$ cat config.mk
export PLATFORM = sky130hd
export DESIGN_NAME = csr_unit
export DESIGN_NICKNAME = d
export VERILOG_FILES = /design/src/design/csr_pkg.sv /design/src/design/csr_counters.sv /design/src/design/csr_regfile.sv /design/src/design/csr_unit.sv /design/src/design/trap_arbiter.sv
export VERILOG_INCLUDE_DIRS = /design/src /design/src/design
export SDC_FILE = /design/constraint.sdc
export NUM_CORES = 1
export LEC_CHECK = 0
export ABC_AREA = 1
export BUFFER_PORTS_ARGS = -buffer_cell sky130_fd_sc_hd__buf_2
export CAP_MARGIN = 20
export CORE_MARGIN = 2
export CORE_UTILIZATION = 40
export CTS_BUF_LIST = sky130_fd_sc_hd__clkbuf_16
export DETAILED_ROUTE_END_ITERATION = 16
export MAX_ROUTING_LAYER = met4
export PLACE_DENSITY_LB_ADDON = 0.08
export RECOVER_POWER = 100
export SYNTH_ARGS = -nofsm -noshare
export SYNTH_HDL_FRONTEND = slang
export SYNTH_HIERARCHICAL = 1
export SYNTH_SLANG_ARGS = --single-unit
export TNS_END_PERCENT = 10
$ cat constraint.sdc
create_clock -name clock -period 6.5 [get_ports clock]
set_input_delay 1.3 -clock clock [delete_from_list [all_inputs] [get_ports clock]]
set_output_delay 1.3 -clock clock [all_outputs]
set_load 0.05 [all_outputs]
$ cat src/design/csr_consts.svh
`ifndef CSR_CONSTS_SVH
`define CSR_CONSTS_SVH

// Machine trap CSRs
`define CSR_MSTATUS   12'h300
`define CSR_MIE       12'h304
`define CSR_MTVEC     12'h305
`define CSR_MEPC      12'h341
`define CSR_MCAUSE    12'h342
`define CSR_MIP       12'h344

// Counters, machine view
`define CSR_MCYCLE    12'hB00
`define CSR_MCYCLEH   12'hB80
`define CSR_MINSTRET  12'hB02
`define CSR_MINSTRETH 12'hB82

// Counters, user view
`define CSR_CYCLE     12'hC00
`define CSR_CYCLEH    12'hC80
`define CSR_INSTRET   12'hC02
`define CSR_INSTRETH  12'hC82

`define CSR_MHARTID   12'hF14

// mip bit positions
`define MIP_MSIP_BIT  3
`define MIP_MTIP_BIT  7
`define MIP_MEIP_BIT  11

// Index into the 3-bit pending image
`define IRQ_IDX_SOFT  0
`define IRQ_IDX_TIMER 1
`define IRQ_IDX_EXT   2

// Exception and interrupt cause codes
`define CAUSE_ILLEGAL    2
`define CAUSE_BREAK      3
`define CAUSE_LOAD_FAULT 5
`define CAUSE_ECALL      11
`define CAUSE_SOFT_INT   3
`define CAUSE_TIMER_INT  7
`define CAUSE_EXT_INT    11
`define INT_FLAG         31

`endif

$ cat src/design/csr_pkg.sv
package csr_pkg;

  // Machine status word, only the interrupt enable pair is implemented
  typedef struct packed {
    logic [31:8] rsvd_31_8;
    logic        mpie;         // Previous MIE, saved on trap entry
    logic [6:4]  rsvd_6_4;
    logic        mie;          // Global machine interrupt enable
    logic [2:0]  rsvd_2_0;
  } mstatus_t;

  // Per-source interrupt enables, same bit positions as mip
  typedef struct packed {
    logic [31:12] rsvd_31_12;
    logic         meie;        // External
    logic [10:8]  rsvd_10_8;
    logic         mtie;        // Timer
    logic [6:4]   rsvd_6_4;
    logic         msie;        // Software
    logic [2:0]   rsvd_2_0;
  } mie_t;

  // One CSR word seen either as mstatus or as mie fields
  typedef union packed {
    logic [31:0] raw;
    mstatus_t    status;
    mie_t        enables;
  } csr_word_u;

endpackage

$ cat src/design/csr_counters.sv
`timescale 1ns/1ps

module csr_counters (
  input  logic        clock,
  input  logic        reset,
  input  logic        stall,
  output logic [63:0] cycle_count,
  output logic [63:0] instret_count
);

  // Free running, one per edge
  always_ff @(posedge clock or posedge reset) begin
    if (reset) begin
      cycle_count <= 64'h0;
    end else begin
      cycle_count <= cycle_count + 64'h1;
    end
  end

  // Retired instructions, paused while the pipe is stalled
  always_ff @(posedge clock or posedge reset) begin
    if (reset) begin
      instret_count <= 64'h0;
    end else if (!stall) begin
      instret_count <= instret_count + 64'h1;
    end
  end

endmodule

$ cat src/design/csr_regfile.sv
`timescale 1ns/1ps
`include "csr_consts.svh"

module csr_regfile
  import csr_pkg::*;
(
  input  logic        clock,
  input  logic        reset,
  input  logic        csr_write,
  input  logic [11:0] csr_addr,
  input  logic [31:0] csr_wdata,
  input  logic        mret,
  input  logic [31:0] pc,
  input  logic        trap_take,
  input  logic [31:0] trap_cause,
  input  logic [2:0]  irq_pending,
  input  logic [63:0] cycle_count,
  input  logic [63:0] instret_count,
  output logic [31:0] csr_rdata,
  output logic [31:0] mtvec,
  output logic [31:0] mepc,
  output csr_word_u   mstatus_word,
  output csr_word_u   mie_word,
  output logic        redirect
);

  csr_word_u   mstatus_q;
  csr_word_u   mie_q;
  logic [31:0] mtvec_q;
  logic [31:0] mepc_q;
  logic [31:0] mcause_q;

  csr_word_u   wr_word;
  csr_word_u   status_wr;
  csr_word_u   enables_wr;
  logic [31:0] mip_value;
  logic        wr_en;
  logic        mret_take;

  assign wr_word   = csr_wdata;
  assign wr_en     = csr_write & ~trap_take; // Trap drops the write
  assign mret_take = mret & ~trap_take;
  assign redirect  = trap_take | mret_take;

  // Keep only the implemented fields of each write
  always_comb begin
    status_wr                  = '0;
    status_wr.status.mie       = wr_word.status.mie;
    status_wr.status.mpie      = wr_word.status.mpie;
    enables_wr                 = '0;
    enables_wr.enables.msie    = wr_word.enables.msie;
    enables_wr.enables.mtie    = wr_word.enables.mtie;
    enables_wr.enables.meie    = wr_word.enables.meie;
  end

  always_comb begin
    mip_value                = 32'h0;
    mip_value[`MIP_MSIP_BIT] = irq_pending[`IRQ_IDX_SOFT];
    mip_value[`MIP_MTIP_BIT] = irq_pending[`IRQ_IDX_TIMER];
    mip_value[`MIP_MEIP_BIT] = irq_pending[`IRQ_IDX_EXT];
  end

  always_comb begin
    case (csr_addr)
      `CSR_MSTATUS:                csr_rdata = mstatus_q.raw;
      `CSR_MIE:                    csr_rdata = mie_q.raw;
      `CSR_MTVEC:                  csr_rdata = mtvec_q;
      `CSR_MEPC:                   csr_rdata = mepc_q;
      `CSR_MCAUSE:                 csr_rdata = mcause_q;
      `CSR_MIP:                    csr_rdata = mip_value;
      `CSR_MCYCLE, `CSR_CYCLE:     csr_rdata = cycle_count[31:0];
      `CSR_MCYCLEH, `CSR_CYCLEH:   csr_rdata = cycle_count[63:32];
      `CSR_MINSTRET, `CSR_INSTRET: csr_rdata = instret_count[31:0];
      `CSR_MINSTRETH, `CSR_INSTRETH: csr_rdata = instret_count[63:32];
      `CSR_MHARTID:                csr_rdata = 32'h0; // Single hart
      default:                     csr_rdata = 32'h0;
    endcase
  end

  always_ff @(posedge clock or posedge reset) begin
    if (reset) begin
      mstatus_q <= '0;
      mie_q     <= '0;
      mtvec_q   <= 32'h0;
      mepc_q    <= 32'h0;
      mcause_q  <= 32'h0;
    end else begin
      if (wr_en) begin
        case (csr_addr)
          `CSR_MSTATUS: mstatus_q <= status_wr;
          `CSR_MIE:     mie_q     <= enables_wr;
          `CSR_MTVEC:   mtvec_q   <= csr_wdata;
          `CSR_MEPC:    mepc_q    <= csr_wdata;
          `CSR_MCAUSE:  mcause_q  <= csr_wdata;
          default: ;                             // Read-only or unmapped
        endcase
      end
      if (trap_take) begin
        mepc_q                <= pc;
        mcause_q              <= trap_cause;
        mstatus_q.status.mpie <= mstatus_q.status.mie;
        mstatus_q.status.mie  <= 1'b0;
      end else if (mret_take) begin
        mstatus_q.status.mie  <= mstatus_q.status.mpie;
        mstatus_q.status.mpie <= 1'b1;
      end
    end
  end

  assign mtvec        = mtvec_q;
  assign mepc         = mepc_q;
  assign mstatus_word = mstatus_q;
  assign mie_word     = mie_q;

endmodule

$ cat src/design/csr_unit.sv
`timescale 1ns/1ps

module csr_unit
  import csr_pkg::*;
(
  input  logic        clock,
  input  logic        reset,
  input  logic        stall,
  input  logic        csr_write,
  input  logic [11:0] csr_addr,
  input  logic [31:0] csr_wdata,
  input  logic        mret,
  input  logic [31:0] pc,
  input  logic        illegal_instr,
  input  logic        env_call,
  input  logic        load_fault,
  input  logic        break_point,
  input  logic        timer_int,
  input  logic        soft_int,
  input  logic        ext_int,
  output logic [31:0] csr_rdata,
  output logic [31:0] mtvec,
  output logic [31:0] mepc,
  output logic        redirect
);

  csr_word_u   mstatus_word;
  csr_word_u   mie_word;
  logic        trap_take;
  logic [31:0] trap_cause;
  logic [2:0]  irq_pending;
  logic [63:0] cycle_count;
  logic [63:0] instret_count;

  trap_arbiter trap_arbiter_inst (
    .illegal_instr (illegal_instr),
    .env_call      (env_call),
    .load_fault    (load_fault),
    .break_point   (break_point),
    .timer_int     (timer_int),
    .soft_int      (soft_int),
    .ext_int       (ext_int),
    .mstatus_word  (mstatus_word),
    .mie_word      (mie_word),
    .trap_take     (trap_take),
    .trap_cause    (trap_cause),
    .irq_pending   (irq_pending)
  );

  csr_counters csr_counters_inst (
    .clock         (clock),
    .reset         (reset),
    .stall         (stall),
    .cycle_count   (cycle_count),
    .instret_count (instret_count)
  );

  csr_regfile csr_regfile_inst (
    .clock         (clock),
    .reset         (reset),
    .csr_write     (csr_write),
    .csr_addr      (csr_addr),
    .csr_wdata     (csr_wdata),
    .mret          (mret),
    .pc            (pc),
    .trap_take     (trap_take),
    .trap_cause    (trap_cause),
    .irq_pending   (irq_pending),
    .cycle_count   (cycle_count),
    .instret_count (instret_count),
    .csr_rdata     (csr_rdata),
    .mtvec         (mtvec),
    .mepc          (mepc),
    .mstatus_word  (mstatus_word),
    .mie_word      (mie_word),
    .redirect      (redirect)
  );

endmodule

$ cat src/design/trap_arbiter.sv
`timescale 1ns/1ps
`include "csr_consts.svh"

module trap_arbiter
  import csr_pkg::*;
(
  input  logic        illegal_instr,
  input  logic        env_call,
  input  logic        load_fault,
  input  logic        break_point,
  input  logic        timer_int,
  input  logic        soft_int,
  input  logic        ext_int,
  input  csr_word_u   mstatus_word,
  input  csr_word_u   mie_word,
  output logic        trap_take,
  output logic [31:0] trap_cause,
  output logic [2:0]  irq_pending
);

  logic any_exception;
  logic global_en;
  logic timer_fire;
  logic soft_fire;
  logic ext_fire;
  logic any_irq;

  assign any_exception = illegal_instr | env_call | load_fault | break_point;
  assign global_en     = mstatus_word.status.mie;

  // Interrupt needs both the global and its own enable
  assign timer_fire = timer_int & mie_word.enables.mtie & global_en;
  assign soft_fire  = soft_int & mie_word.enables.msie & global_en;
  assign ext_fire   = ext_int & mie_word.enables.meie & global_en;
  assign any_irq    = timer_fire | soft_fire | ext_fire;

  assign trap_take = any_exception | any_irq; // Exceptions ignore MIE

  always_comb begin
    trap_cause = 32'h0;
    if (any_exception) begin
      if (break_point) begin
        trap_cause = 32'(`CAUSE_BREAK);
      end else if (load_fault) begin
        trap_cause = 32'(`CAUSE_LOAD_FAULT);
      end else if (illegal_instr) begin
        trap_cause = 32'(`CAUSE_ILLEGAL);
      end else begin
        trap_cause = 32'(`CAUSE_ECALL);
      end
    end else if (any_irq) begin
      if (timer_fire) begin
        trap_cause = 32'(`CAUSE_TIMER_INT);
      end else if (soft_fire) begin
        trap_cause = 32'(`CAUSE_SOFT_INT);
      end else begin
        trap_cause = 32'(`CAUSE_EXT_INT);
      end
      trap_cause[`INT_FLAG] = 1'b1; // Interrupt marker
    end
  end

  // Raw pending lines, before any masking
  always_comb begin
    irq_pending                 = 3'b000;
    irq_pending[`IRQ_IDX_SOFT]  = soft_int;
    irq_pending[`IRQ_IDX_TIMER] = timer_int;
    irq_pending[`IRQ_IDX_EXT]   = ext_int;
  end

endmodule

---- Yosys cells after proc, flatten, opt, wreduce, memory -nomap -nowiden ----
Index checks and enable logic that the tools add are counted.
word-level totals
  register bits ........................... 229
  bits of input ports ..................... 88
  output and inout port bits .............. 97
  word-level logic and storage cells ...... 73
cells by class
  $add $sub $neg .......................... 2
  eq/ne operators ......................... 14
  mux-type cells .......................... 20
  bitwise gates (word level) .............. 16
  reduce and logical (&&, ||, !) cells .... 14
operators with widths
  operator               number
  $mux 32                10
  $pmux 32 s10           1
  $add 64x1->64 const B  2
  $eq 12x12->1 const B   8
  $eq 12x10->1 const B   6
  $mux 31                1
  $mux 8                 2
  $reduce_and 2->1       5
  $and 1x1->1            8
  $mux 4                 2
  $reduce_or 2->1        4
  $or 1x1->1             7
  $reduce_bool 2->1      3
  $reduce_bool 3->1      2
  $mux 1                 4
  $not 1->1              1

---- Longest topological paths before layout ----
Gate-level depths: netlist of run 1.
  depth in word-level cells ............... 10
  gate-level depth with buffers ........... 10
  mapped depth without buffers ............ 10

---- Cells and area by module ----
Netlist of run 1, hierarchy kept.
by module, submodules not included
  module        times used  cells each  area each (um^2)  seq. area each (um^2)
  csr_counters  1           1,044       7,618.6           3,203.1
  csr_regfile   1           1,102       7,317.0           2,527.4
  trap_arbiter  1           55          342.8             0.0

---- Worst setup path after synthesis of run 1 ----
Ideal clock, no wire load.
  kind .................................... input to output
  start ................................... in csr_addr[10]
  end ..................................... out csr_rdata[11]
  arrival ................................. 2.535 ns
  required time ........................... 5.200 ns
  slack ................................... 2.665 ns
  stages on the path ...................... 9
  path buffers ............................ 2
  path through ............................ nor2_1 nand2_2 nor2_4 buf_4 buf_4 nand2_1 nor2_1 nor2_1 nand3_1
between the ends
  cells in the longest elaborated chain, start to end .. 3
ends and longest elaborated chain
  what             line               RTL
  start, declared  csr_unit.sv:10     input logic [11:0] csr_addr,
  $eq 12x12->1     csr_regfile.sv:64  case (csr_addr)
  $reduce_or 2->1  csr_regfile.sv:64
  $pmux 32 s10 *   csr_regfile.sv:64
  end, declared    csr_unit.sv:21     output logic [31:0] csr_rdata,
Mark *: on every way between the ends. The rest lies on a longest branch, timed or not.

---- Final worst setup path of run 1 ----
  start ................................... in csr_addr[10]
  end ..................................... out csr_rdata[0]
Same word-level chain as after synthesis.

==> results of run 1 <==
==> layout make-up <==
cell class	instances	area, µm²
inverters	187	704
well taps	468	586
diodes	3	7.51
clock buffers	29	726
multi-input cells	1647	7680
repair buffers	202	946
clock inverters	22	125
fillers	3957	20000
flip-flops and latches	229	5730
==> worst reg2reg max path, cell delays in order (launching register included) <==
cell and delay [ns]:
sky130_fd_sc_hd__dfrtp_1 0.45, sky130_fd_sc_hd__nand3_1 0.19, sky130_fd_sc_hd__nand3_1 0.11, sky130_fd_sc_hd__or2_0 0.64, sky130_fd_sc_hd__buf_4 0.60, sky130_fd_sc_hd__nor2_1 2.10, sky130_fd_sc_hd__nand2_1 0.19, sky130_fd_sc_hd__nand2_1 0.16
==> placed cells by master (no fill, tap or decap), types with 12 or more instances in the layout <==
cell type                     n
sky130_fd_sc_hd__xor2_1      45
sky130_fd_sc_hd__nand2_1    675
sky130_fd_sc_hd__inv_1      188
sky130_fd_sc_hd__o21ai_0     43
sky130_fd_sc_hd__dfrtp_1    229
sky130_fd_sc_hd__buf_4       12
sky130_fd_sc_hd__nor3_1      33
sky130_fd_sc_hd__nand4_1     46
sky130_fd_sc_hd__nand3_1    303
sky130_fd_sc_hd__nor2_1     292
sky130_fd_sc_hd__a21boi_1    42
sky130_fd_sc_hd__and3_1      29
sky130_fd_sc_hd__nor2_2      15
sky130_fd_sc_hd__conb_1      27
sky130_fd_sc_hd__clkbuf_16   29
sky130_fd_sc_hd__xnor2_1     33
sky130_fd_sc_hd__a21boi_0    22
sky130_fd_sc_hd__clkbuf_1    96
sky130_fd_sc_hd__buf_2       92
==> sequential cells by signal, indices dropped and copies added, names as in the netlist <==
signal,cells
csr_counters_inst/cycle_count,64
csr_counters_inst/instret_count,64
csr_regfile_inst/mcause_q,32
csr_regfile_inst/mepc,32
csr_regfile_inst/mtvec,32
csr_regfile_inst/mie_word,3
csr_regfile_inst/mstatus_word,2
==> power by group <==
group,leakage (nW),internal [mW],total [mW],switching [mW]
sequential,3.01,1.47,1.54,0.0638
combinational,4.39,0.0771,0.270,0.193
clock,0.442,0.839,1.49,0.655
total,7.84,2.39,3.30,0.911
==> final timing paths <==
check | start | end | slack (ns) | cells after the start
worst max-delay path | csr_addr[10] | csr_rdata[0] | 0.85 | 9
worst min-delay path | csr_regfile_inst/mcause_q[9]$_DFFE_PP0P_ | csr_regfile_inst/mcause_q[9]$_DFFE_PP0P_ | 0.48 | 2
worst max register to register | csr_regfile_inst/mstatus_word[3]$_DFFE_PP0P_ | csr_regfile_inst/mcause_q[11]$_DFFE_PP0P_ | 1.98 | 7
worst min register to register | csr_regfile_inst/mcause_q[9]$_DFFE_PP0P_ | csr_regfile_inst/mcause_q[9]$_DFFE_PP0P_ | 0.48 | 2
max in group asynchronous | reset | csr_regfile_inst/mcause_q[13]$_DFFE_PP0P_ | 1.82 | 3
min in group asynchronous | reset | csr_counters_inst/cycle_count[43]$_DFF_PP0_ | 1.13 | 2
==> metal layers <==
metal	GRT usage [%]	vias up	part of all wire, %
li1	-	7108	-
met1	41.3	6994	45
met2	47.0	491	45
met3	4.26	80	6.5
met4	8.33	0	2.9
met5	-	-	0
==> metrics by stage <==
| step | area [µm²] | power (mW) | instances | hold WS, ns | setup WS, ns |
|---|---|---|---|---|---|
| 5_1_grt | 16500 | 3.43 | 2787 | 0.505 | 0.694 |
| 3_5_place_dp | 16000 | 1.84 | 2732 | 0.466 | 1.58 |
| 6_report | 16500 | 3.30 | 2787 | 0.483 | 0.853 |
| 2_1_floorplan | 14900 | 1.74 | 2167 | 0.450 | 1.79 |
| 3_3_place_gp | 16000 | 1.84 | 2732 | 0.463 | 1.59 |
| 4_1_cts | 16900 | 3.35 | 2783 | 0.482 | 1.58 |
==> impl_results.rst, run 1 <==
.. list-table::
   :header-rows: 1

   * - Metric
     - Value
   * - Run status
     - finished with violations
   * - Violations in the final reports
     - capacitance limit, slew limit
   * - Initial DRC count
     - 1147
   * - Worst rel slew slack
     - -86.0%
   * - Setup repair after global routing missed its margin
     - false
   * - Arrival time of the worst setup path
     - 4.35 ns
   * - Actual transition at the worst max-transition pin
     - 2.78 ns
   * - Period Utilization, post-route
     - 86.9%
   * - Combined area of all synthesized cells
     - 14800 µm²
   * - Die height
     - about 200 µm
   * - CP max-delay cell
     - sky130_fd_sc_hd__nor2_1
   * - Bufs on Longest Clock Path
     - 3
   * - Number of standard cells after synthesis
     - 2141
   * - Top delay family on crit path
     - simple AND/OR/NAND/NOR gates
   * - Layout Area Growth over Synthesis
     - 11.3%
   * - Leakage power
     - 7.84 nW
   * - Overall die area
     - 38600 µm²
   * - Critical Path Max Stage Delay
     - between 1 and 1.5 ns
   * - Number of optimization iterations in the first detailed-route pass
     - 7
   * - Post-route DRC
     - 0
   * - Clk Latency, worst-skew pair
     - 0.57 ns
   * - Clock tree from TritonCTS
     - yes
   * - Detailed Route WL
     - 56100 µm
   * - Total half-perimeter wirelength after legalization and detailed placement
     - 42900 µm
   * - Die width
     - between 150 and 200 µm
   * - Root buffer cell
     - sky130_fd_sc_hd__clkbuf_16
   * - Share of final-layout standard cells stronger than drive strength 1
     - under 10%
   * - Crit end category
     - primary output
   * - Number of global-route vias before repair
     - 14.2k
   * - Number of buffers inserted during clock tree synthesis
     - 29
   * - Largest clock skew in the final design
     - 0.0122 ns
   * - Core area
     - 36500 µm²
   * - Post-Syn Area per Cell
     - 6.93 µm²
   * - RD Place Congestion
     - 0.958
   * - Ys Warns
     - 6
   * - Min Clock Period, post-route
     - roughly 5.6 ns
   * - Fraction of the core area covered by cells at the end of the flow
     - 45.2%
   * - Maximum number of pins on one net before global-route repair
     - 83
   * - Via-to-Cell Ratio
     - between 5 and 6
   * - Clock transition at the registers of the reported paths
     - 0.06 ns
   * - Fmax
     - 0.177 GHz
   * - Number of input and output port buffers inserted
     - between 150 and 200
   * - Class of the tightest hold or removal check
     - reg2reg
   * - Number of placement rows
     - 70
   * - Quantity of gates resized following cts
     - 0
   * - Max Transition Viols Final
     - 390
   * - GRT Residual Overflow
     - 0
   * - Total via count after detailed routing
     - 14.7k
   * - Highest net fanout along the worst path
     - 21
   * - First-pass GRT wire length
     - 86300 µm
   * - Critical path buffers and inverters
     - 3
   * - Antenna violations before repair
     - 3
   * - Max-cap violations
     - 9
   * - Critical Path, Cell by Cell
     - clkbuf_1 -> nor2_1 -> nand2_1 -> nor2_1 -> buf_4 -> nand3_1 -> and3_1 -> nand2_1 -> clkbuf_1
   * - Areal power density over the cells
     - 200 nW/µm²
   * - Number of nets still failing antenna checks after routing
     - 0
   * - Number of levels the H-tree was split into
     - 1
   * - Worst Setup Path Type
     - in2out
   * - Final-report setup violation count
     - 0
   * - Initial Util
     - approximately two fifths
   * - Critical Path Source Type
     - primary input
   * - Highest ir drop seen on vdd
     - 186 µV
   * - Final net count
     - roughly 2.4k
   * - Number of clock sinks seen by CTS
     - 229
   * - Post-CTS Hold Buffers
     - 0
   * - Critical path required time
     - 5.20 ns
   * - Post-Route Setup TNS
     - 0 ns
   * - Final hold violation count
     - 0
   * - Setup repair bufs after CTS
     - 0
   * - Ports
     - 185
   * - Average wire length per cell after detail routing
     - 20.1 µm
   * - GR Util All Layers
     - 30.2%
Power figures use the tool's default switching activity.
==> run 2: changes to the inputs <==
--- a/config.mk
+++ b/config.mk
@@ -10,7 +10,7 @@
 export BUFFER_PORTS_ARGS = -buffer_cell sky130_fd_sc_hd__buf_2
 export CAP_MARGIN = 20
 export CORE_MARGIN = 2
-export CORE_UTILIZATION = 40
+export CORE_UTILIZATION = 51
 export CTS_BUF_LIST = sky130_fd_sc_hd__clkbuf_16
 export DETAILED_ROUTE_END_ITERATION = 16
 export MAX_ROUTING_LAYER = met4
==> constraint.sdc (replaced) <==
create_clock -name clock -period 6.2 [get_ports clock]
set_input_delay 1.24 -clock clock [delete_from_list [all_inputs] [get_ports clock]]
set_output_delay 1.24 -clock clock [all_outputs]
set_load 0.05 [all_outputs]
==> run 2 against run 1 <==
The run still ends with capacitance limit, slew limit left. Power increased by 7.6%. Global-route usage increased by 6.6 points. Sequential power increased by 6%. Worst setup slack got worse by 0.19 ns. Clock-buffer cell count unchanged. Cell area decreased by 0.26%. Final cell count decreased by 3.0%. Critical endpoint is now csr_rdata[9]. Highest routed layer unchanged.
==> impl_results.rst, run 2 (synthesis results as in run 1) <==
.. list-table::
   :header-rows: 1

   * - Metric
     - Value
   * - FILL cells
     - ~2.9k
   * - Critical path buffers and inverters
     - 2
   * - Clock tree from TritonCTS
     - yes
   * - Post-Route Setup TNS
     - 0 ns
   * - Post-CTS Hold Buffers
     - 0
   * - Critical Path Max Stage Delay
     - 1.46 ns
   * - Core area
     - about 29000 µm²
   * - Share of final-layout standard cells stronger than drive strength 1
     - just over 8%
   * - Critical Path Source Type
     - primary input
   * - Class of the tightest hold or removal check
     - reg2reg
   * - Overall die area
     - 30500 µm²
   * - Number of buffers inserted during clock tree synthesis
     - 28
   * - Most common library cell in the layout ignoring fill and taps
     - sky130_fd_sc_hd__nand2_1
   * - Initial DRC count
     - around 1.5k
   * - Number of nets still failing antenna checks after routing
     - 0
   * - Via-to-Cell Ratio
     - 5.60
   * - GRT Residual Overflow
     - 0
   * - Final hold violation count
     - 0
   * - Critical Path, Cell by Cell
     - buf_2 -> nor2_1 -> nand2_1 -> nor2_1 -> nand3_1 -> nand2_1 -> nor2_1 -> nand2_1 -> clkbuf_1
   * - Largest clock skew in the final design
     - 0.0230 ns
   * - Highest net fanout along the worst path
     - 16
   * - Average wire length per cell after detail routing
     - just over 20 µm
   * - Top delay family on crit path
     - simple AND/OR/NAND/NOR gates
   * - Fmax
     - 0.181 GHz
   * - Bufs on Longest Clock Path
     - 3
   * - Die width
     - 175 µm
   * - Clk Latency, worst-skew pair
     - 0.56 ns
   * - Final Non-Filler Cells
     - 2702
   * - Highest ir drop seen on vdd
     - 184 µV
   * - Post-route DRC
     - 0
   * - Final Cell Area
     - 16500 µm²
   * - Max Transition Viols Final
     - 323
   * - Antenna violations before repair
     - 2
   * - Total via count after detailed routing
     - 15.1k
   * - Crit end category
     - primary output
   * - Sum of internal, switching and leakage power
     - 3.55 mW
   * - Registers with the most flip-flops
     - csr_counters_inst/cycle_count: 64 flops, csr_counters_inst/instret_count: 64 flops
   * - Ports
     - roughly 190
   * - Period Utilization, post-route
     - 89.2%
   * - Min Clock Period, post-route
     - 5.53 ns
   * - Number of clock sinks seen by CTS
     - 229
   * - Areal power density over the cells
     - about 220 nW/µm²
   * - Commonest cells after routing, fill and taps aside
     - sky130_fd_sc_hd__nand2_1 (674), sky130_fd_sc_hd__nand3_1 (303), sky130_fd_sc_hd__nor2_1 (295)
   * - RD Place Congestion
     - 1.02
   * - Actual transition at the worst max-transition pin
     - 2.92 ns
   * - Fraction of the core area covered by cells at the end of the flow
     - 57.4%
   * - Placed Area
     - 15900 µm²
   * - Initial Util
     - 51.7%
   * - Maximum number of pins on one net before global-route repair
     - 90
   * - Number of global-route vias before repair
     - between 10k and 15k
   * - Worst-case setup margin in the final layout
     - 0.667 ns
   * - Clock transition at the registers of the reported paths
     - 0.06 ns
   * - Leakage power
     - 7.92 nW
   * - CP max-delay cell
     - sky130_fd_sc_hd__nor2_1
   * - Critical path required time
     - 4.96 ns
   * - Total half-perimeter wirelength after legalization and detailed placement
     - 41700 µm
   * - Number of input and output port buffers inserted
     - 184
   * - Dpl ws
     - 1.58 ns
   * - Number of levels the H-tree was split into
     - 1
   * - Setup repair bufs after CTS
     - 0
   * - Max-cap violations
     - 7
   * - Violations in the final reports
     - capacitance limit, slew limit
   * - Final net count
     - 2384
   * - GR Util All Layers
     - between 30 and 40%
   * - Quantity of gates resized following cts
     - 0
   * - Root buffer cell
     - sky130_fd_sc_hd__clkbuf_16
   * - Number of instances in the placed design
     - 2648
   * - Number of placement rows
     - 62
   * - Arrival time of the worst setup path
     - 4.29 ns
   * - Worst rel slew slack
     - -95.7%
   * - Layout Area Growth over Synthesis
     - 11.0%
   * - Die height
     - 175 µm
   * - Setup repair after global routing missed its margin
     - false
   * - Number of optimization iterations in the first detailed-route pass
     - 8
   * - Detailed Route WL
     - 55100 µm
   * - Worst Setup Path Type
     - in2out
   * - Run status
     - finished with violations
   * - Post-route worst hold slack
     - between 0.4 and 0.5 ns
   * - First-pass GRT wire length
     - 84100 µm
   * - Final-report setup violation count
     - 0
run 2: cell count changes in the layout (fill, tap and decap cells not counted), moves of 2 or more:
| cell | change |
|---|---|
| sky130_fd_sc_hd__nor2_1 | +3 |
| sky130_fd_sc_hd__bufinv_16 | +2 |
| sky130_fd_sc_hd__o21ai_0 | +2 |
| sky130_fd_sc_hd__clkbuf_1 | -12 |
| sky130_fd_sc_hd__buf_2 | +11 |
| sky130_fd_sc_hd__clkinv_2 | +2 |
| sky130_fd_sc_hd__clkinv_1 | -3 |
| sky130_fd_sc_hd__nor2_2 | -4 |
| sky130_fd_sc_hd__o21ai_1 | -2 |
run 2: final timing paths:
kind                       cells after the start                                         endpoint                                         start  slack [ns]
max                                            9                                     csr_rdata[9]                                   csr_addr[5]        0.67
min                                            2        csr_regfile_inst/mcause_q[10]$_DFFE_PP0P_     csr_regfile_inst/mcause_q[10]$_DFFE_PP0P_        0.48
max reg2reg                                    7           csr_regfile_inst/mtvec[11]$_DFFE_PP0P_  csr_regfile_inst/mstatus_word[3]$_DFFE_PP0P_        2.15
min reg2reg                                    2        csr_regfile_inst/mcause_q[10]$_DFFE_PP0P_     csr_regfile_inst/mcause_q[10]$_DFFE_PP0P_        0.48
max in group asynchronous                      3  csr_counters_inst/instret_count[55]$_DFFE_PP0N_                                         reset        1.93
min in group asynchronous                      2            csr_regfile_inst/mtvec[3]$_DFFE_PP0P_                                         reset        1.39
run 2: final cells by class:
type                            instances  area (µm²)  area share, %
Clock buffer                           29         726           4.41
Tap cell                              384         480           2.92
Clock inverter                         23         183           1.11
Inverter                              187         704           4.28
Timing Repair Buffer                  201         958           5.82
Sequential cell                       229        5730           34.8
Multi-Input combinational cell       1647        7680           46.6
Antenna cell                            2        5.00         0.0304
run 2: layer usage:
| metal | vias up | track usage (%) | share of wire [%] |
|---|---|---|---|
| met1 | 7132 | 50.5 | 43 |
| met5 | - | - | 0 |
| met3 | 130 | 5.77 | 8.9 |
| met2 | 767 | 56.7 | 45 |
| met4 | 0 | 10.9 | 3.7 |
| li1 | 7108 | - | - |
run 2: report_power, final:
part | internal [mW] | leakage (nW) | total [mW] | switching, mW
Clock | 0.964 | 0.469 | 1.64 | 0.671
Sequential | 1.54 | 3.01 | 1.63 | 0.0831
Combinational | 0.0811 | 4.43 | 0.289 | 0.208
Total | 2.59 | 7.92 | 3.55 | 0.962
run 2: worst reg2reg max path, cell delays in order, from the launching register on:
cell and delay (ns):
sky130_fd_sc_hd__dfrtp_1 0.44, sky130_fd_sc_hd__nand3_1 0.17, sky130_fd_sc_hd__nand3_1 0.13, sky130_fd_sc_hd__or2_0 0.66, sky130_fd_sc_hd__nor2_1 0.16, sky130_fd_sc_hd__nand3_1 0.40, sky130_fd_sc_hd__clkbuf_1 1.60, sky130_fd_sc_hd__o21ai_0 0.27
==> run 3: changes to the inputs <==
--- a/config.mk
+++ b/config.mk
@@ -8,8 +8,7 @@
 export LEC_CHECK = 0
 export ABC_AREA = 1
 export BUFFER_PORTS_ARGS = -buffer_cell sky130_fd_sc_hd__buf_2
-export CAP_MARGIN = 20
-export CORE_MARGIN = 2
+export CORE_MARGIN = 8
 export CORE_UTILIZATION = 51
 export CTS_BUF_LIST = sky130_fd_sc_hd__clkbuf_16
 export DETAILED_ROUTE_END_ITERATION = 16
==> constraint.sdc (replaced) <==
create_clock -name clock -period 6.2 [get_ports clock]
set_input_delay 0.62 -clock clock [delete_from_list [all_inputs] [get_ports clock]]
set_output_delay 0.62 -clock clock [all_outputs]
set_load 0.05 [all_outputs]
==> run 3 against run 2 <==
The run still ends with capacitance limit, slew limit left. Clock power about the same. Routed wire length is 0.78% lower. Cell area down 0.38%. Largest cell class unchanged. Global-route usage down 5.5 points. Sequential power about the same. Critical endpoint is now csr_regfile_inst/mcause_q[22]$_DFFE_PP0P_. Clock-buffer cell count shrank 1. Via count shrank 1.2%. Non-clock buffer count decreased by 3.
==> impl_results.rst, run 3 (synthesis results as in run 1) <==
.. list-table::
   :header-rows: 1

   * - Metric
     - Value
   * - Fmax
     - 0.219 GHz
   * - Clock tree from TritonCTS
     - yes
   * - Number of clock sinks seen by CTS
     - 229
   * - Commonest cells after routing, fill and taps aside
     - sky130_fd_sc_hd__nand2_1 (673), sky130_fd_sc_hd__nand3_1 (300), sky130_fd_sc_hd__nor2_1 (298)
   * - Actual transition at the worst max-transition pin
     - 2.93 ns
   * - Max Transition Viols Final
     - 334
   * - Clock transition at the registers of the reported paths
     - ~0.060 ns
   * - Highest net fanout along the worst path
     - 38
   * - Final Non-Filler Cells
     - around 2.7k
   * - Die height
     - roughly 190 µm
   * - Number of input and output port buffers inserted
     - 184
   * - Post-route DRC
     - 0
   * - Min-Delay Startpoint
     - csr_wdata[30]
   * - Period Utilization, post-route
     - ~74%
   * - Initial DRC count
     - around 1.8k
   * - Clk Latency, worst-skew pair
     - 0.57 ns
   * - Psw
     - 0.941 mW
   * - RD Place Congestion
     - 1.03
   * - Share of final-layout standard cells stronger than drive strength 1
     - 7.75%
   * - Arrival time of the worst setup path
     - 5.00 ns
   * - Run status
     - finished with violations
   * - Sum of internal, switching and leakage power
     - about 3.5 mW
   * - Ports
     - 185
   * - Post-Route Setup TNS
     - 0 ns
   * - Worst Setup Path Type
     - in2reg
   * - Setup repair after global routing missed its margin
     - false
   * - Detailed Route WL
     - 54600 µm
   * - Overall die area
     - roughly 35000 µm²
   * - First-pass GRT wire length
     - 84800 µm
   * - Total via count after detailed routing
     - approximately 15k
   * - Min Clock Period, post-route
     - about 4.6 ns
   * - Total half-perimeter wirelength after legalization and detailed placement
     - 41400 µm
   * - Highest ir drop seen on vdd
     - 208 µV
   * - Number of global-route vias before repair
     - 14.5k
   * - Number of buffers inserted during clock tree synthesis
     - 28
   * - Maximum number of pins on one net before global-route repair
     - 85
   * - Areal power density over the cells
     - 216 nW/µm²
   * - Core area
     - 28700 µm²
   * - GRT Residual Overflow
     - 0
   * - Most common library cell in the layout ignoring fill and taps
     - sky130_fd_sc_hd__nand2_1
   * - Bufs on Longest Clock Path
     - 3
   * - GR Util All Layers
     - between 30% and 40%
   * - Root buffer cell
     - sky130_fd_sc_hd__clkbuf_16
   * - Crit end category
     - flop
   * - Leakage power
     - 7.81 nW
   * - Layout Area Growth over Synthesis
     - 10.6%
   * - Total internal power
     - approximately 2.6 mW
   * - Number of placement rows
     - 62
   * - Number of nets still failing antenna checks after routing
     - 0
   * - Worst rel slew slack
     - -96.1%
   * - Final-report setup violation count
     - 0
   * - Via-to-Cell Ratio
     - approximately 5.6
   * - Setup repair bufs after CTS
     - 0
   * - Part of the total power dissipated in the clock network
     - 46.9%
   * - Number of optimization iterations in the first detailed-route pass
     - 6
   * - Initial Util
     - 51.7%
   * - Antenna violations before repair
     - 1
   * - Max-cap violations
     - 7
   * - Number of levels the H-tree was split into
     - 1
   * - Class of the tightest hold or removal check
     - in2reg
   * - Proportion of power drawn by flip-flops and latches
     - 45.2%
   * - Net switching fraction of the power
     - 26.5%
   * - Critical Path Source Type
     - primary input
   * - Average wire length per cell after detail routing
     - 20.3 µm
   * - Gate power share
     - 7.9%
   * - Registers with the most flip-flops
     - csr_counters_inst/cycle_count: 64 flops, csr_counters_inst/instret_count: 64 flops
   * - Violations in the final reports
     - capacitance limit, slew limit
   * - Critical path required time
     - 6.64 ns
   * - Final net count
     - 2381
   * - Number of instances in the placed design
     - 2645
   * - Largest clock skew in the final design
     - ~0.028 ns
   * - Die width
     - 187 µm
   * - Final hold violation count
     - 0
   * - Post-CTS Hold Buffers
     - 0
   * - Worst R2R Start
     - csr_regfile_inst/mstatus_word[3]$_DFFE_PP0P_
   * - Launching instance or port of the critical path
     - csr_addr[5]
   * - Quantity of gates resized following cts
     - 0
[run 3: metrics by stage]
stage / area, µm² / worst slack, ns / utilization [%] / hold slack, ns
6_report: 16400 / 1.64 / 57.1 / 0.318
5_1_grt: 16400 / 1.34 / 57.1 / 0.328
4_1_cts: 16800 / 2.65 / 58.4 / 0.160
3_5_place_dp: 15900 / 2.63 / 55.3 / 0.466
3_3_place_gp: 15900 / 2.68 / 55.3 / 0.463
2_1_floorplan: 14900 / 2.17 / - / 0.450
[run 3: final timing paths]
kind / end / slack [ns] / cells after the start
max: csr_regfile_inst/mcause_q[22]$_DFFE_PP0P_ / 1.64 / 10
min: csr_regfile_inst/mtvec[30]$_DFFE_PP0P_ / 0.32 / 3
max reg2reg: csr_regfile_inst/mtvec[23]$_DFFE_PP0P_ / 2.21 / 7
min reg2reg: csr_regfile_inst/mcause_q[8]$_DFFE_PP0P_ / 0.48 / 2
max in group asynchronous: csr_counters_inst/instret_count[45]$_DFFE_PP0N_ / 2.62 / 3
min in group asynchronous: csr_regfile_inst/mstatus_word[3]$_DFFE_PP0P_ / 0.62 / 2
[run 3: area by class of cell]
class,instances,area (µm²)
fill,2916,12300
multi-input combinational,1647,7680
sequential,229,5730
timing repair buffer,198,893
inverter,187,704
clock buffer,28,701
tap,384,480
clock inverter,20,210
antenna,1,2.50
[run 3: worst max-delay path, stage by stage]
cell	delay (ns)
sky130_fd_sc_hd__buf_2	0.09
sky130_fd_sc_hd__nor2_1	0.17
sky130_fd_sc_hd__nand2_1	0.12
sky130_fd_sc_hd__nor2_4	0.67
sky130_fd_sc_hd__nand2_1	0.11
sky130_fd_sc_hd__nor2_1	1.98
sky130_fd_sc_hd__nor2_2	0.61
sky130_fd_sc_hd__buf_4	0.44
sky130_fd_sc_hd__nand2_1	0.08
sky130_fd_sc_hd__nand2_1	0.06
[run 3: power by group through the flow]
stage	Clock (mW)	Combinational [mW]	Sequential, mW
global placement	0	0.287	1.63
CTS	1.68	0.294	1.60
floorplan	0	0.167	1.66
finish	1.66	0.280	1.60
detailed placement	0	0.293	1.62
global route	1.74	0.311	1.61
[run 3: metal layers]
metal / share of wire (%) / track usage (%)
met4: 4.5 / 11.9
met1: 44 / 43.4
met5: 0 / -
met2: 44 / 47.2
met3: 8.0 / 3.15
